[src/rtl/commit_macros.svh]
`ifndef COMMIT_MACROS_SVH
`define COMMIT_MACROS_SVH

// Reorder buffer size and tag width.
`define ROB_DEPTH 16
`define TAG_BITS 4

// Register file sizes.
`define ARCH_REGS 32
`define PHYS_BITS 6

// Fetch address for exceptions and interrupts.
`define EXC_VECTOR 32'hBFC00380

`endif
[src/rtl/commitPkg.sv]
`default_nettype none

`include "commit_macros.svh"

package commitPkg;

    typedef logic [`TAG_BITS-1:0] robTag_t;
    typedef logic [$clog2(`ARCH_REGS)-1:0] archReg_t;
    typedef logic [`PHYS_BITS-1:0] physReg_t;

    // Cause codes as reported on excCode.
    typedef enum logic [4:0] {
        excNone      = 5'd0,
        excInterrupt = 5'd1,
        excAddrErr   = 5'd4,
        excSyscall   = 5'd8,
        excOverflow  = 5'd12
    } excCode_t;

    typedef struct packed {
        logic        valid;
        logic        done;
        logic [31:0] pc;
        logic        isBranch;
        logic        predTaken;
        logic [31:0] predTarget;
        // Filled in on completion.
        logic        actualTaken;
        logic [31:0] actualTarget;
        logic        dstWe;
        archReg_t    dstArch;
        physReg_t    dstPhys;
        excCode_t    exc;
    } robEntry_t;

    // One register write leaving the commit stage.
    typedef struct packed {
        logic     valid;
        logic     we;
        archReg_t arch;
        physReg_t phys;
    } retireSlot_t;

endpackage

`default_nettype wire

[src/rtl/renameCommitIf.sv]
`timescale 1ns/1ps
`default_nettype none

interface renameCommitIf;

    // Slot 1 is younger than slot 0.
    commitPkg::retireSlot_t slot0;
    commitPkg::retireSlot_t slot1;

    modport ctrl (
        output slot0, slot1
    );

    modport map (
        input slot0, slot1
    );

endinterface

`default_nettype wire

[src/rtl/robHeadIf.sv]
`timescale 1ns/1ps
`default_nettype none

interface robHeadIf;

    commitPkg::robEntry_t head0;
    commitPkg::robEntry_t head1;
    logic                 head0Valid;
    logic                 head1Valid;
    // Number of entries popped at the next edge.
    logic [1:0]           retireCount;
    logic                 flush;

    modport rob (
        output head0, head1, head0Valid, head1Valid,
        input  retireCount, flush
    );

    modport ctrl (
        input  head0, head1, head0Valid, head1Valid,
        output retireCount, flush
    );

endinterface

`default_nettype wire

[src/rtl/commitTop.sv]
`timescale 1ns/1ps
`default_nettype none

module commitTop (
    input  wire                         clk,
    input  wire                         rst,
    input  wire                         enqValid,
    input  wire [31:0]                  enqPc,
    input  wire                         enqIsBranch,
    input  wire                         enqPredTaken,
    input  wire [31:0]                  enqPredTarget,
    input  wire                         enqDstWe,
    input  wire commitPkg::archReg_t    enqDstArch,
    input  wire commitPkg::physReg_t    enqDstPhys,
    output commitPkg::robTag_t          enqTag,
    output logic                        robFull,
    input  wire                         cmpValid,
    input  wire commitPkg::robTag_t     cmpTag,
    input  wire                         cmpTaken,
    input  wire [31:0]                  cmpTarget,
    input  wire commitPkg::excCode_t    cmpExc,
    input  wire [5:0]                   extInt,
    input  wire [5:0]                   statusIm,
    input  wire                         statusIe,
    input  wire                         statusExl,
    output logic                        retireValid0,
    output logic                        retireValid1,
    output logic [31:0]                 retirePc0,
    output logic [31:0]                 retirePc1,
    output logic                        freeValid0,
    output commitPkg::physReg_t         freePhys0,
    output logic                        freeValid1,
    output commitPkg::physReg_t         freePhys1,
    output logic                        flush,
    output logic                        redirectValid,
    output logic [31:0]                 redirectPc,
    output logic                        excValid,
    output commitPkg::excCode_t         excCode,
    output logic [31:0]                 excPc
);

    commitPkg::robEntry_t enqEntry;
    logic                 intPending;

    robHeadIf      headBus ();
    renameCommitIf renameBus ();

    // New entries start not done.
    assign enqEntry = '{valid: 1'b1, done: 1'b0, pc: enqPc, isBranch: enqIsBranch,
                        predTaken: enqPredTaken, predTarget: enqPredTarget,
                        actualTaken: 1'b0, actualTarget: 32'd0, dstWe: enqDstWe,
                        dstArch: enqDstArch, dstPhys: enqDstPhys,
                        exc: commitPkg::excNone};

    robQueue rob0 (
        .clk(clk), .rst(rst), .enqValid(enqValid), .enqEntry(enqEntry),
        .enqTag(enqTag), .robFull(robFull), .cmpValid(cmpValid), .cmpTag(cmpTag),
        .cmpTaken(cmpTaken), .cmpTarget(cmpTarget), .cmpExc(cmpExc), .head(headBus.rob)
    );

    interruptSampler int0 (
        .clk(clk), .rst(rst), .extInt(extInt), .statusIm(statusIm),
        .statusIe(statusIe), .statusExl(statusExl), .intPending(intPending)
    );

    commitControl ctrl0 (
        .clk(clk), .rst(rst), .head(headBus.ctrl), .intPending(intPending),
        .rename(renameBus.ctrl), .retireValid0(retireValid0), .retireValid1(retireValid1),
        .retirePc0(retirePc0), .retirePc1(retirePc1), .flush(flush),
        .redirectValid(redirectValid), .redirectPc(redirectPc), .excValid(excValid),
        .excCode(excCode), .excPc(excPc)
    );

    archRegCommit map0 (
        .clk(clk), .rst(rst), .rename(renameBus.map),
        .freeValid0(freeValid0), .freePhys0(freePhys0),
        .freeValid1(freeValid1), .freePhys1(freePhys1)
    );

endmodule

`default_nettype wire

[src/rtl/archRegCommit.sv]
`timescale 1ns/1ps
`default_nettype none

`include "commit_macros.svh"

module archRegCommit (
    input  wire                  clk,
    input  wire                  rst,
    renameCommitIf.map           rename,
    output logic                 freeValid0,
    output commitPkg::physReg_t  freePhys0,
    output logic                 freeValid1,
    output commitPkg::physReg_t  freePhys1
);

    commitPkg::physReg_t map [`ARCH_REGS];
    commitPkg::physReg_t old0;
    commitPkg::physReg_t old1;
    logic                write0;
    logic                write1;

    assign write0 = rename.slot0.valid && rename.slot0.we;
    assign write1 = rename.slot1.valid && rename.slot1.we;

    assign old0 = map[rename.slot0.arch];
    // Same register in both slots frees slot 0's new mapping.
    assign old1 = (write0 && (rename.slot0.arch == rename.slot1.arch))
                ? rename.slot0.phys : map[rename.slot1.arch];

    always_ff @(posedge clk) begin
        if (rst) begin
            for (int i = 0; i < `ARCH_REGS; i++) begin
                map[i] <= commitPkg::physReg_t'(i);
            end
            freeValid0 <= 1'b0;
            freeValid1 <= 1'b0;
            freePhys0  <= '0;
            freePhys1  <= '0;
        end else begin
            if (write0) begin
                map[rename.slot0.arch] <= rename.slot0.phys;
            end
            // Later write wins.
            if (write1) begin
                map[rename.slot1.arch] <= rename.slot1.phys;
            end
            freeValid0 <= write0;
            freeValid1 <= write1;
            freePhys0  <= old0;
            freePhys1  <= old1;
        end
    end

endmodule

`default_nettype wire

[src/rtl/commitControl.sv]
`timescale 1ns/1ps
`default_nettype none

`include "commit_macros.svh"

module commitControl (
    input  wire                  clk,
    input  wire                  rst,
    robHeadIf.ctrl               head,
    input  wire                  intPending,
    renameCommitIf.ctrl          rename,
    output logic                 retireValid0,
    output logic                 retireValid1,
    output logic [31:0]          retirePc0,
    output logic [31:0]          retirePc1,
    output logic                 flush,
    output logic                 redirectValid,
    output logic [31:0]          redirectPc,
    output logic                 excValid,
    output commitPkg::excCode_t  excCode,
    output logic [31:0]          excPc
);

    commitPkg::robEntry_t    lastEntry;
    commitPkg::retireSlot_t  slot0Q;
    commitPkg::retireSlot_t  slot1Q;
    logic                    head0Ok;
    logic                    intTake;
    logic                    exc0;
    logic                    retire0;
    logic                    retire1;
    logic                    takenWrong;
    logic                    targetWrong;
    logic                    mispredict;
    logic                    flushNow;
    logic [31:0]             correctPc;

    assign head0Ok = head.head0Valid && head.head0.done;
    assign intTake = intPending && head.head0Valid;
    assign exc0    = head0Ok && (head.head0.exc != commitPkg::excNone) && !intTake;
    assign retire0 = head0Ok && (head.head0.exc == commitPkg::excNone) && !intTake;

    // A branch never has a partner after it in the same cycle.
    assign retire1 = retire0 && head.head1Valid && head.head1.done
                  && (head.head1.exc == commitPkg::excNone) && !head.head0.isBranch;

    assign lastEntry   = retire1 ? head.head1 : head.head0;
    assign takenWrong  = lastEntry.actualTaken != lastEntry.predTaken;
    assign targetWrong = lastEntry.actualTaken && lastEntry.predTaken
                      && (lastEntry.actualTarget != lastEntry.predTarget);
    assign mispredict  = retire0 && lastEntry.isBranch && (takenWrong || targetWrong);
    assign correctPc   = lastEntry.actualTaken ? lastEntry.actualTarget
                                               : lastEntry.pc + 32'd8;

    assign flushNow         = intTake || exc0 || mispredict;
    assign head.flush       = flushNow;
    assign head.retireCount = {retire1, retire0 && !retire1};

    always_ff @(posedge clk) begin
        if (rst) begin
            slot0Q        <= '0;
            slot1Q        <= '0;
            retirePc0     <= '0;
            retirePc1     <= '0;
            flush         <= 1'b0;
            redirectValid <= 1'b0;
            redirectPc    <= '0;
            excValid      <= 1'b0;
            excCode       <= commitPkg::excNone;
            excPc         <= '0;
        end else begin
            slot0Q <= '{valid: retire0, we: head.head0.dstWe,
                        arch: head.head0.dstArch, phys: head.head0.dstPhys};
            slot1Q <= '{valid: retire1, we: head.head1.dstWe,
                        arch: head.head1.dstArch, phys: head.head1.dstPhys};
            retirePc0     <= head.head0.pc;
            retirePc1     <= head.head1.pc;
            flush         <= flushNow;
            redirectValid <= flushNow;
            // Exceptions go to the vector, mispredictions to the correct path.
            redirectPc    <= (intTake || exc0) ? `EXC_VECTOR : correctPc;
            excValid      <= intTake || exc0;
            if (intTake) begin
                excCode <= commitPkg::excInterrupt;
            end else if (exc0) begin
                excCode <= head.head0.exc;
            end else begin
                excCode <= commitPkg::excNone;
            end
            excPc <= head.head0.pc;
        end
    end

    assign retireValid0 = slot0Q.valid;
    assign retireValid1 = slot1Q.valid;
    assign rename.slot0 = slot0Q;
    assign rename.slot1 = slot1Q;

endmodule

`default_nettype wire

[src/rtl/interruptSampler.sv]
`timescale 1ns/1ps
`default_nettype none

module interruptSampler (
    input  wire       clk,
    input  wire       rst,
    input  wire [5:0] extInt,
    input  wire [5:0] statusIm,
    input  wire       statusIe,
    input  wire       statusExl,
    output logic      intPending
);

    logic [5:0] lineQ;
    logic [5:0] maskQ;
    logic       enableQ;

    // Lines and status are sampled together.
    always_ff @(posedge clk) begin
        if (rst) begin
            lineQ   <= '0;
            maskQ   <= '0;
            enableQ <= 1'b0;
        end else begin
            lineQ   <= extInt;
            maskQ   <= statusIm;
            enableQ <= statusIe && !statusExl;
        end
    end

    assign intPending = enableQ && (|(lineQ & maskQ));

endmodule

`default_nettype wire

[src/rtl/robQueue.sv]
`timescale 1ns/1ps
`default_nettype none

`include "commit_macros.svh"

module robQueue (
    input  wire                         clk,
    input  wire                         rst,
    input  wire                         enqValid,
    input  wire commitPkg::robEntry_t   enqEntry,
    output commitPkg::robTag_t          enqTag,
    output logic                        robFull,
    input  wire                         cmpValid,
    input  wire commitPkg::robTag_t     cmpTag,
    input  wire                         cmpTaken,
    input  wire [31:0]                  cmpTarget,
    input  wire commitPkg::excCode_t    cmpExc,
    robHeadIf.rob                       head
);

    commitPkg::robEntry_t rob [`ROB_DEPTH];
    commitPkg::robTag_t   headPtr;
    commitPkg::robTag_t   tailPtr;
    commitPkg::robTag_t   headNext;
    commitPkg::robTag_t   cmpOffset;
    logic [`TAG_BITS:0]   count;
    logic                 enqDo;
    logic                 cmpDo;

    assign robFull  = (count == (`TAG_BITS+1)'(`ROB_DEPTH));
    assign enqTag   = tailPtr;
    assign enqDo    = enqValid && !robFull && !head.flush;
    assign headNext = headPtr + 1'b1;

    // Ignore completions for tags that are no longer in flight.
    assign cmpOffset = cmpTag - headPtr;
    assign cmpDo     = cmpValid && !head.flush && ({1'b0, cmpOffset} < count);

    assign head.head0      = rob[headPtr];
    assign head.head1      = rob[headNext];
    assign head.head0Valid = (count != '0) && rob[headPtr].valid;
    assign head.head1Valid = (count > (`TAG_BITS+1)'(1)) && rob[headNext].valid;

    always_ff @(posedge clk) begin
        if (enqDo) begin
            rob[tailPtr]       <= enqEntry;
            rob[tailPtr].valid <= 1'b1;
            rob[tailPtr].done  <= 1'b0;
        end
        if (cmpDo) begin
            rob[cmpTag].done         <= 1'b1;
            rob[cmpTag].actualTaken  <= cmpTaken;
            rob[cmpTag].actualTarget <= cmpTarget;
            rob[cmpTag].exc          <= cmpExc;
        end
    end

    always_ff @(posedge clk) begin
        if (rst) begin
            headPtr <= '0;
            tailPtr <= '0;
            count   <= '0;
        end else if (head.flush) begin
            // Flush empties the buffer and beats pop and enqueue.
            headPtr <= '0;
            tailPtr <= '0;
            count   <= '0;
        end else begin
            headPtr <= headPtr + commitPkg::robTag_t'(head.retireCount);
            if (enqDo) begin
                tailPtr <= tailPtr + 1'b1;
            end
            count <= count + (`TAG_BITS+1)'(enqDo)
                           - (`TAG_BITS+1)'(head.retireCount);
        end
    end

endmodule

`default_nettype wire

[config.mk]
export PLATFORM = sky130hd
export DESIGN_NAME = commitTop
export DESIGN_NICKNAME = d
export VERILOG_FILES = /design/src/rtl/commitPkg.sv /design/src/rtl/renameCommitIf.sv /design/src/rtl/robHeadIf.sv /design/src/rtl/commitTop.sv /design/src/rtl/archRegCommit.sv /design/src/rtl/commitControl.sv /design/src/rtl/interruptSampler.sv /design/src/rtl/robQueue.sv
export VERILOG_INCLUDE_DIRS = /design/src /design/src/rtl
export SDC_FILE = /design/constraint.sdc
export NUM_CORES = 2
export LEC_CHECK = 0
export BUFFER_PORTS_ARGS = -buffer_cell sky130_fd_sc_hd__buf_2
export CAP_MARGIN = 20
export CORE_ASPECT_RATIO = 1.2
export CORE_UTILIZATION = 60
export DETAILED_ROUTE_END_ITERATION = 10
export PLACE_DENSITY_LB_ADDON = 0.25
export SLEW_MARGIN = 30
export SYNTH_ARGS = -nofsm -noshare
export SYNTH_HDL_FRONTEND = slang
export SYNTH_HIERARCHICAL = 1
export SYNTH_SLANG_ARGS = --single-unit
[constraint.sdc]
create_clock -name clk -period 22.2 [get_ports clk]
set_input_delay 2.22 -clock clk [delete_from_list [all_inputs] [get_ports clk]]
set_output_delay 2.22 -clock clk [all_outputs]
set_load 0.02 [all_outputs]
# Yosys cells after proc, flatten, opt, wreduce, memory -nomap -nowiden
# Memory sizes are Yosys's and may differ from the RTL's. A register that Yosys moved wholly into a read port is not among the register bits.
# Cells that the tools add are included.
[word_totals] input_bits=138 mem_bits_ro=0 ram_bits=2064 n_memories=2 output_inout_bits=157 ff_bits=157 word_cells=110 latchBits=0
[op_classes] eq_ne=3 n_addsub=7 div_mod_pow=0 bitwise_logic=3 mul=0 n_reduce_logical=44 magnitude_cmp=2 mux=25 shifts=0
[mem_list] name="rob0.rob" depth=16 word_bits=117 read_ports=2 rd_ports_with_merged_regs=1 wr=2 line_no="robQueue.sv:21" text="commitPkg::robEntry_t rob [`ROB_DEPTH];"
[mem_list] name="map0.map" depth=32 word_bits=6 read_ports=2 rd_ports_with_merged_regs=2 wr=32 line_no="archRegCommit.sv:16" text="commitPkg::physReg_t map [`ARCH_REGS];"
[ops] operator="$mux 116" n=1
[ops] operator="$mux 32" n=2
[ops] operator="$add 32x4->32 const B" n=1
[ops] operator="$ne 32x32->1" n=1
[ops] operator="$logic_and 1x1->1" n=23
[ops] operator="$reduce_or 6->1" n=3
[ops] operator="$mux 1" n=17
[ops] operator="$mux 6" n=2
[ops] operator="$logic_not 5->1" n=2
[ops] operator="$mux 5" n=2
[ops] operator="$reduce_bool 5->1" n=2
[ops] operator="$add 4x1->4 const B" n=2
[ops] operator="$and 6x6->6" n=1
[ops] operator="$logic_not 1->1" n=6
[ops] operator="$add 5x1->5" n=1
[ops] operator="$eq 5x5->1 const B" n=1
[ops] operator="$gt 5x1->1 const B" n=1
[ops] operator="$lt 4x5->1" n=1
[ops] operator="$sub 5x2->5" n=1
[ops] operator="$add 4x2->4" n=1
[ops] operator="$mux 4" n=1
[ops] operator="$reduce_or 2->1" n=2
[ops] operator="$sub 4x4->4" n=1
[ops] operator="$logic_or 1x1->1" n=3
[ops] operator="other kinds (5)" n=6

# Longest topological paths before layout
[logic_depth] depth_word=21 mapped_depth=29

# By module
# Netlist, hierarchy kept.
[modules_own_cells] module="robQueue" area_each_um2=93018.0 cells_each=4493 n_inst=1
[modules_own_cells] module="archRegCommit" area_each_um2=12416.9 cells_each=995 n_inst=1
[modules_own_cells] module="commitControl" area_each_um2=6532.5 cells_each=718 n_inst=1
[modules_own_cells] module="interruptSampler" area_each_um2=391.6 cells_each=32 n_inst=1
[modules_own_cells] module="commitTop" area_each_um2=7.5 cells_each=2 n_inst=1

# Worst setup path before layout
# OpenSTA, ideal clock, no wires.
[synth_timing] kind="register to register" startpoint="register rob0.headPtr[0]" endpoint="memory rob0/rob[11][0] (netlist name) (enable)" path_stages_with_launch=23 synth_period_minus_slack_ps=8693 t_arrival_ps=8296 setup_time_ps=397 path_buffers=7 slack_ps=13507 t_required_ps=21803 path_cell_list="dfxtp_1 -> ha_1 -> clkbuf_1 -> clkbuf_1 -> clkbuf_1 -> mux4_2 -> mux4_2 -> or4_4 -> buf_6 -> nor4b_4 -> mux2i_1 -> clkinv_1 -> buf_6 -> buf_6 -> ha_1 -> or4_1 -> nor3_1 -> nor3_1 -> buf_2 -> nor2b_1 -> nand4_1 -> inv_1 -> or2_1"
[synth_rtl] item="start, declared" line_no="robQueue.sv:22" text="commitPkg::robTag_t headPtr;"
[synth_rtl] item="start signal, assigned" line_no="robQueue.sv:69" text="headPtr <= headPtr + commitPkg::robTag_t'(head.retireCount);"
[synth_rtl] item="end, declared" line_no="robQueue.sv:21"

==> impl_metrics.yaml <==
status:
  violations: "DRC"
  status: "finished with violations"
sta:
  worst_pin_slew_ps: 1160
  hold_viol_final: 0
  finClkSkew_ps: 71.0
  finalWorstSetupSlack_ps: 11910
  rsz0062_at_grt: "false"
  slew_headroom_pct: 20.7
  slew_violations: 0
  period_share_pct: 46.3
  setup_tns_ps: 0
  setup_viol: 0
  min_period_ps: 10290
  max_freq_mhz: 97.2
  worst_hold_slack_ps: 497
worst_setup_path:
  worstPathMaxFanout: 64
  critPathKind: "flip-flop to flip-flop"
  crit_required_ps: 22700
  worstReg2RegEnd: "rob0/rob[1][31]$_DFFE_PP_"
  arrival_ps: 10790
  ff2ff_setup_slack_ps: 11910
  crit_path_start: "rob0/headPtr[1]$_SDFF_PP0_"
  start_kind: "flip-flop"
  endpoint_kind: "flip-flop"
  r2r-start: "rob0/headPtr[1]$_SDFF_PP0_"
  worstRegToRegCells: 20
layout:
  multi_input_area_sq_um: 43200
  final_core_util_pct: 65.9
  drive_gt1_share_pct: 34.0
  seqCellArea_sq_um: 65700
  nNetsFinal: 6347
  fillers: 11900
  final_area_sq_um: 122000
  area_growth_pct: 8.85
  layout.cells.non_filler: 8856
detailed_routing:
  drc_errors: 76
  vias: 70000
  drtAntennaViolNets: 0
  wl_per_cell_um: 40.1
  drtIter0Drc: 10900
  drt_pass1_iterations: 11
  wirelength_um: 355000
  via_per_inst: 7.90
die:
  die_y_um: 476
  initial_core_util_pct: 60.6
  io_pins: 295
  num_rows: 173
  dieArea_sq_um: 189000
  die_x_um: 397
  core_sq_um: 186000
placed_design:
  pre_cts_ws_ps: 11890
  place_area_sq_um: 115000
  dp_hpwl_um: 214000
  post-place-cells: 8414
  io_buffers: 294
  gp_congestion: 0.966
pwr:
  p_comb_share_pct: 13.4
  p_int_mw: 7.41
  sequentialPowerShare_pct: 49.4
  p_leak_nw: 38.3
  sw_frac_of_total_pct: 26.5
  ir_drop_mv: 0.0911
  pwr-share-clk_pct: 37.2
  p_switching_mw: 2.67
  power_density_nw_per_um2: 82.4
  p_total_mw: 10.1
global_routing:
  grt_max_degree: 131
  grt_pass1_vias: 68200
  gr-total-overflow: 0
  grt_first_pass_wirelength_um: 499000
  grtUsageTotal_pct: 37.7
  antenna_found_initial: 72
clock_tree:
  h-tree-depth: 4
  cts_tree: "yes"
  cts_resized: 0
  cts_root_buffer: "clkbuf_16"
  insertion_delay_ps: 890
  cts_buffers: 213
  path_clk_slew_ps: 60
  cts.sinks: 2249
  cts_buffer_depth: 3
  post-cts-setup-buffer-count: 0
  cts_hold_repair.buffers: 0
hold_path:
  min_path_cells: 1
  worstHoldStart: "rob0/rob[11][116]$_DFF_P_"
  hold_class: "flip-flop to flip-flop"
  holdPathEnd: "rob0/rob[11][116]$_DFF_P_"
yosys:
  synth_cells: 6238
  syn_area_sq_um: 112000
  syn_avg_cell_area_sq_um: 18.0
  synth_warnings: 6
run:
  max-cap-violations: 0
-- worst max-delay path: stages (launching register included) --
cell and delay (ps):
dfxtp_4 870, ha_4 450, buf_6 590, buf_4 790
mux4_2 430, mux4_2 460, nand4bb_1 620, or4_2 830
buf_4 300, nand2_1 130, nand2_1 60, ha_1 340
or4_1 520, nor3_1 450, nor3_4 190, nand2b_1 350
a2111oi_2 620, and2_2 240, buf_4 670, or2_2 240
buf_4 640
-- flip-flops by register name, indices dropped and copies added (netlist names), 4 cells and up --
signal / count
map0/freePhys0: 6
ctrl0/retirePc1: 32
rob0/enqTag: 4
rob0/count: 5
rob0/headPtr: 4
map0/freePhys1: 6
ctrl0/rename.slot0: 12
ctrl0/rename.slot1: 12
ctrl0/excCode: 5
ctrl0/redirectPc: 32
ctrl0/excPc: 32
map0/map: 192
int0/lineQ: 6
rob0/rob: 1888
int0/maskQ: 6
-- per-layer routing --
metal | track usage, % | wire, um | up-vias
met5 | 0 | 590 | -
met4 | 21.9 | 22900 | 64
met3 | 12.5 | 51400 | 1162
met2 | 57.7 | 166000 | 6272
met1 | 47.3 | 114000 | 36100
li1 | - | - | 26400
-- area by class of cell --
| cell class | count | share of cell area, % |
|---|---|---|
| clock inverters | 114 | 1.04 |
| flip-flops and latches | 2249 | 53.7 |
| diodes | 39 | 0.0798 |
| inverters | 49 | 0.222 |
| multi-input cells | 3236 | 35.4 |
| repair buffers | 434 | 2.27 |
| well taps | 2450 | 2.51 |
| clock buffers | 285 | 4.80 |
-- cells in the final DEF (no fill, tap or decap), drive strengths merged, types with 7 or more instances in the layout --
master and count:
and2 21, nand4 42, o211ai 28, nor4 16, edfxtp 2064, o22ai 20, nand3b 9, diode 39
and3 20, xnor2 58, and4 13, a22oi 24, mux2i 77, a21oi 99, clkinvlp 8, bufinv 22
o221ai 7, clkbuf 285, a31oi 22, mux4 1251, nor2 165, nand2 119, ha 23, nand3 46
conb 39, buf 434, nor2b 108, nor3 55, dfxtp 185, o21ai 13, a22o 722, nor3b 8
inv 56, xor2 63, clkinv 77, a221oi 15, a21o 19, a211oi 22, or2 21
-- power by group through the flow --
stage          clock network, mW  logic [mW]  registers, mW
2_1_floorplan                  0       0.731           5.03
3_3_place_gp                   0        1.26           5.04
3_5_place_dp                   0        1.28           5.06
4_1_cts                     3.76        1.28           4.97
5_1_grt                     3.91        1.37           4.99
6_report                    3.74        1.35           4.98
-- how the worst max path moves through the flow --
stage                                      endpoint  slack, ps  depth (start not counted)
after floorplan           rob0/rob[11][0]$_DFFE_PP_      13510                         22
after global placement    rob0/rob[1][36]$_DFFE_PP_      11950                         20
after detailed placement  rob0/rob[1][36]$_DFFE_PP_      11890                         20
after CTS                  rob0/rob[1][2]$_DFFE_PP_      11840                         20
after global routing       rob0/rob[7][2]$_DFFE_PP_      11600                         19
final                     rob0/rob[1][31]$_DFFE_PP_      11910                         20
No activity file was read; power rests on OpenSTA's default activity.
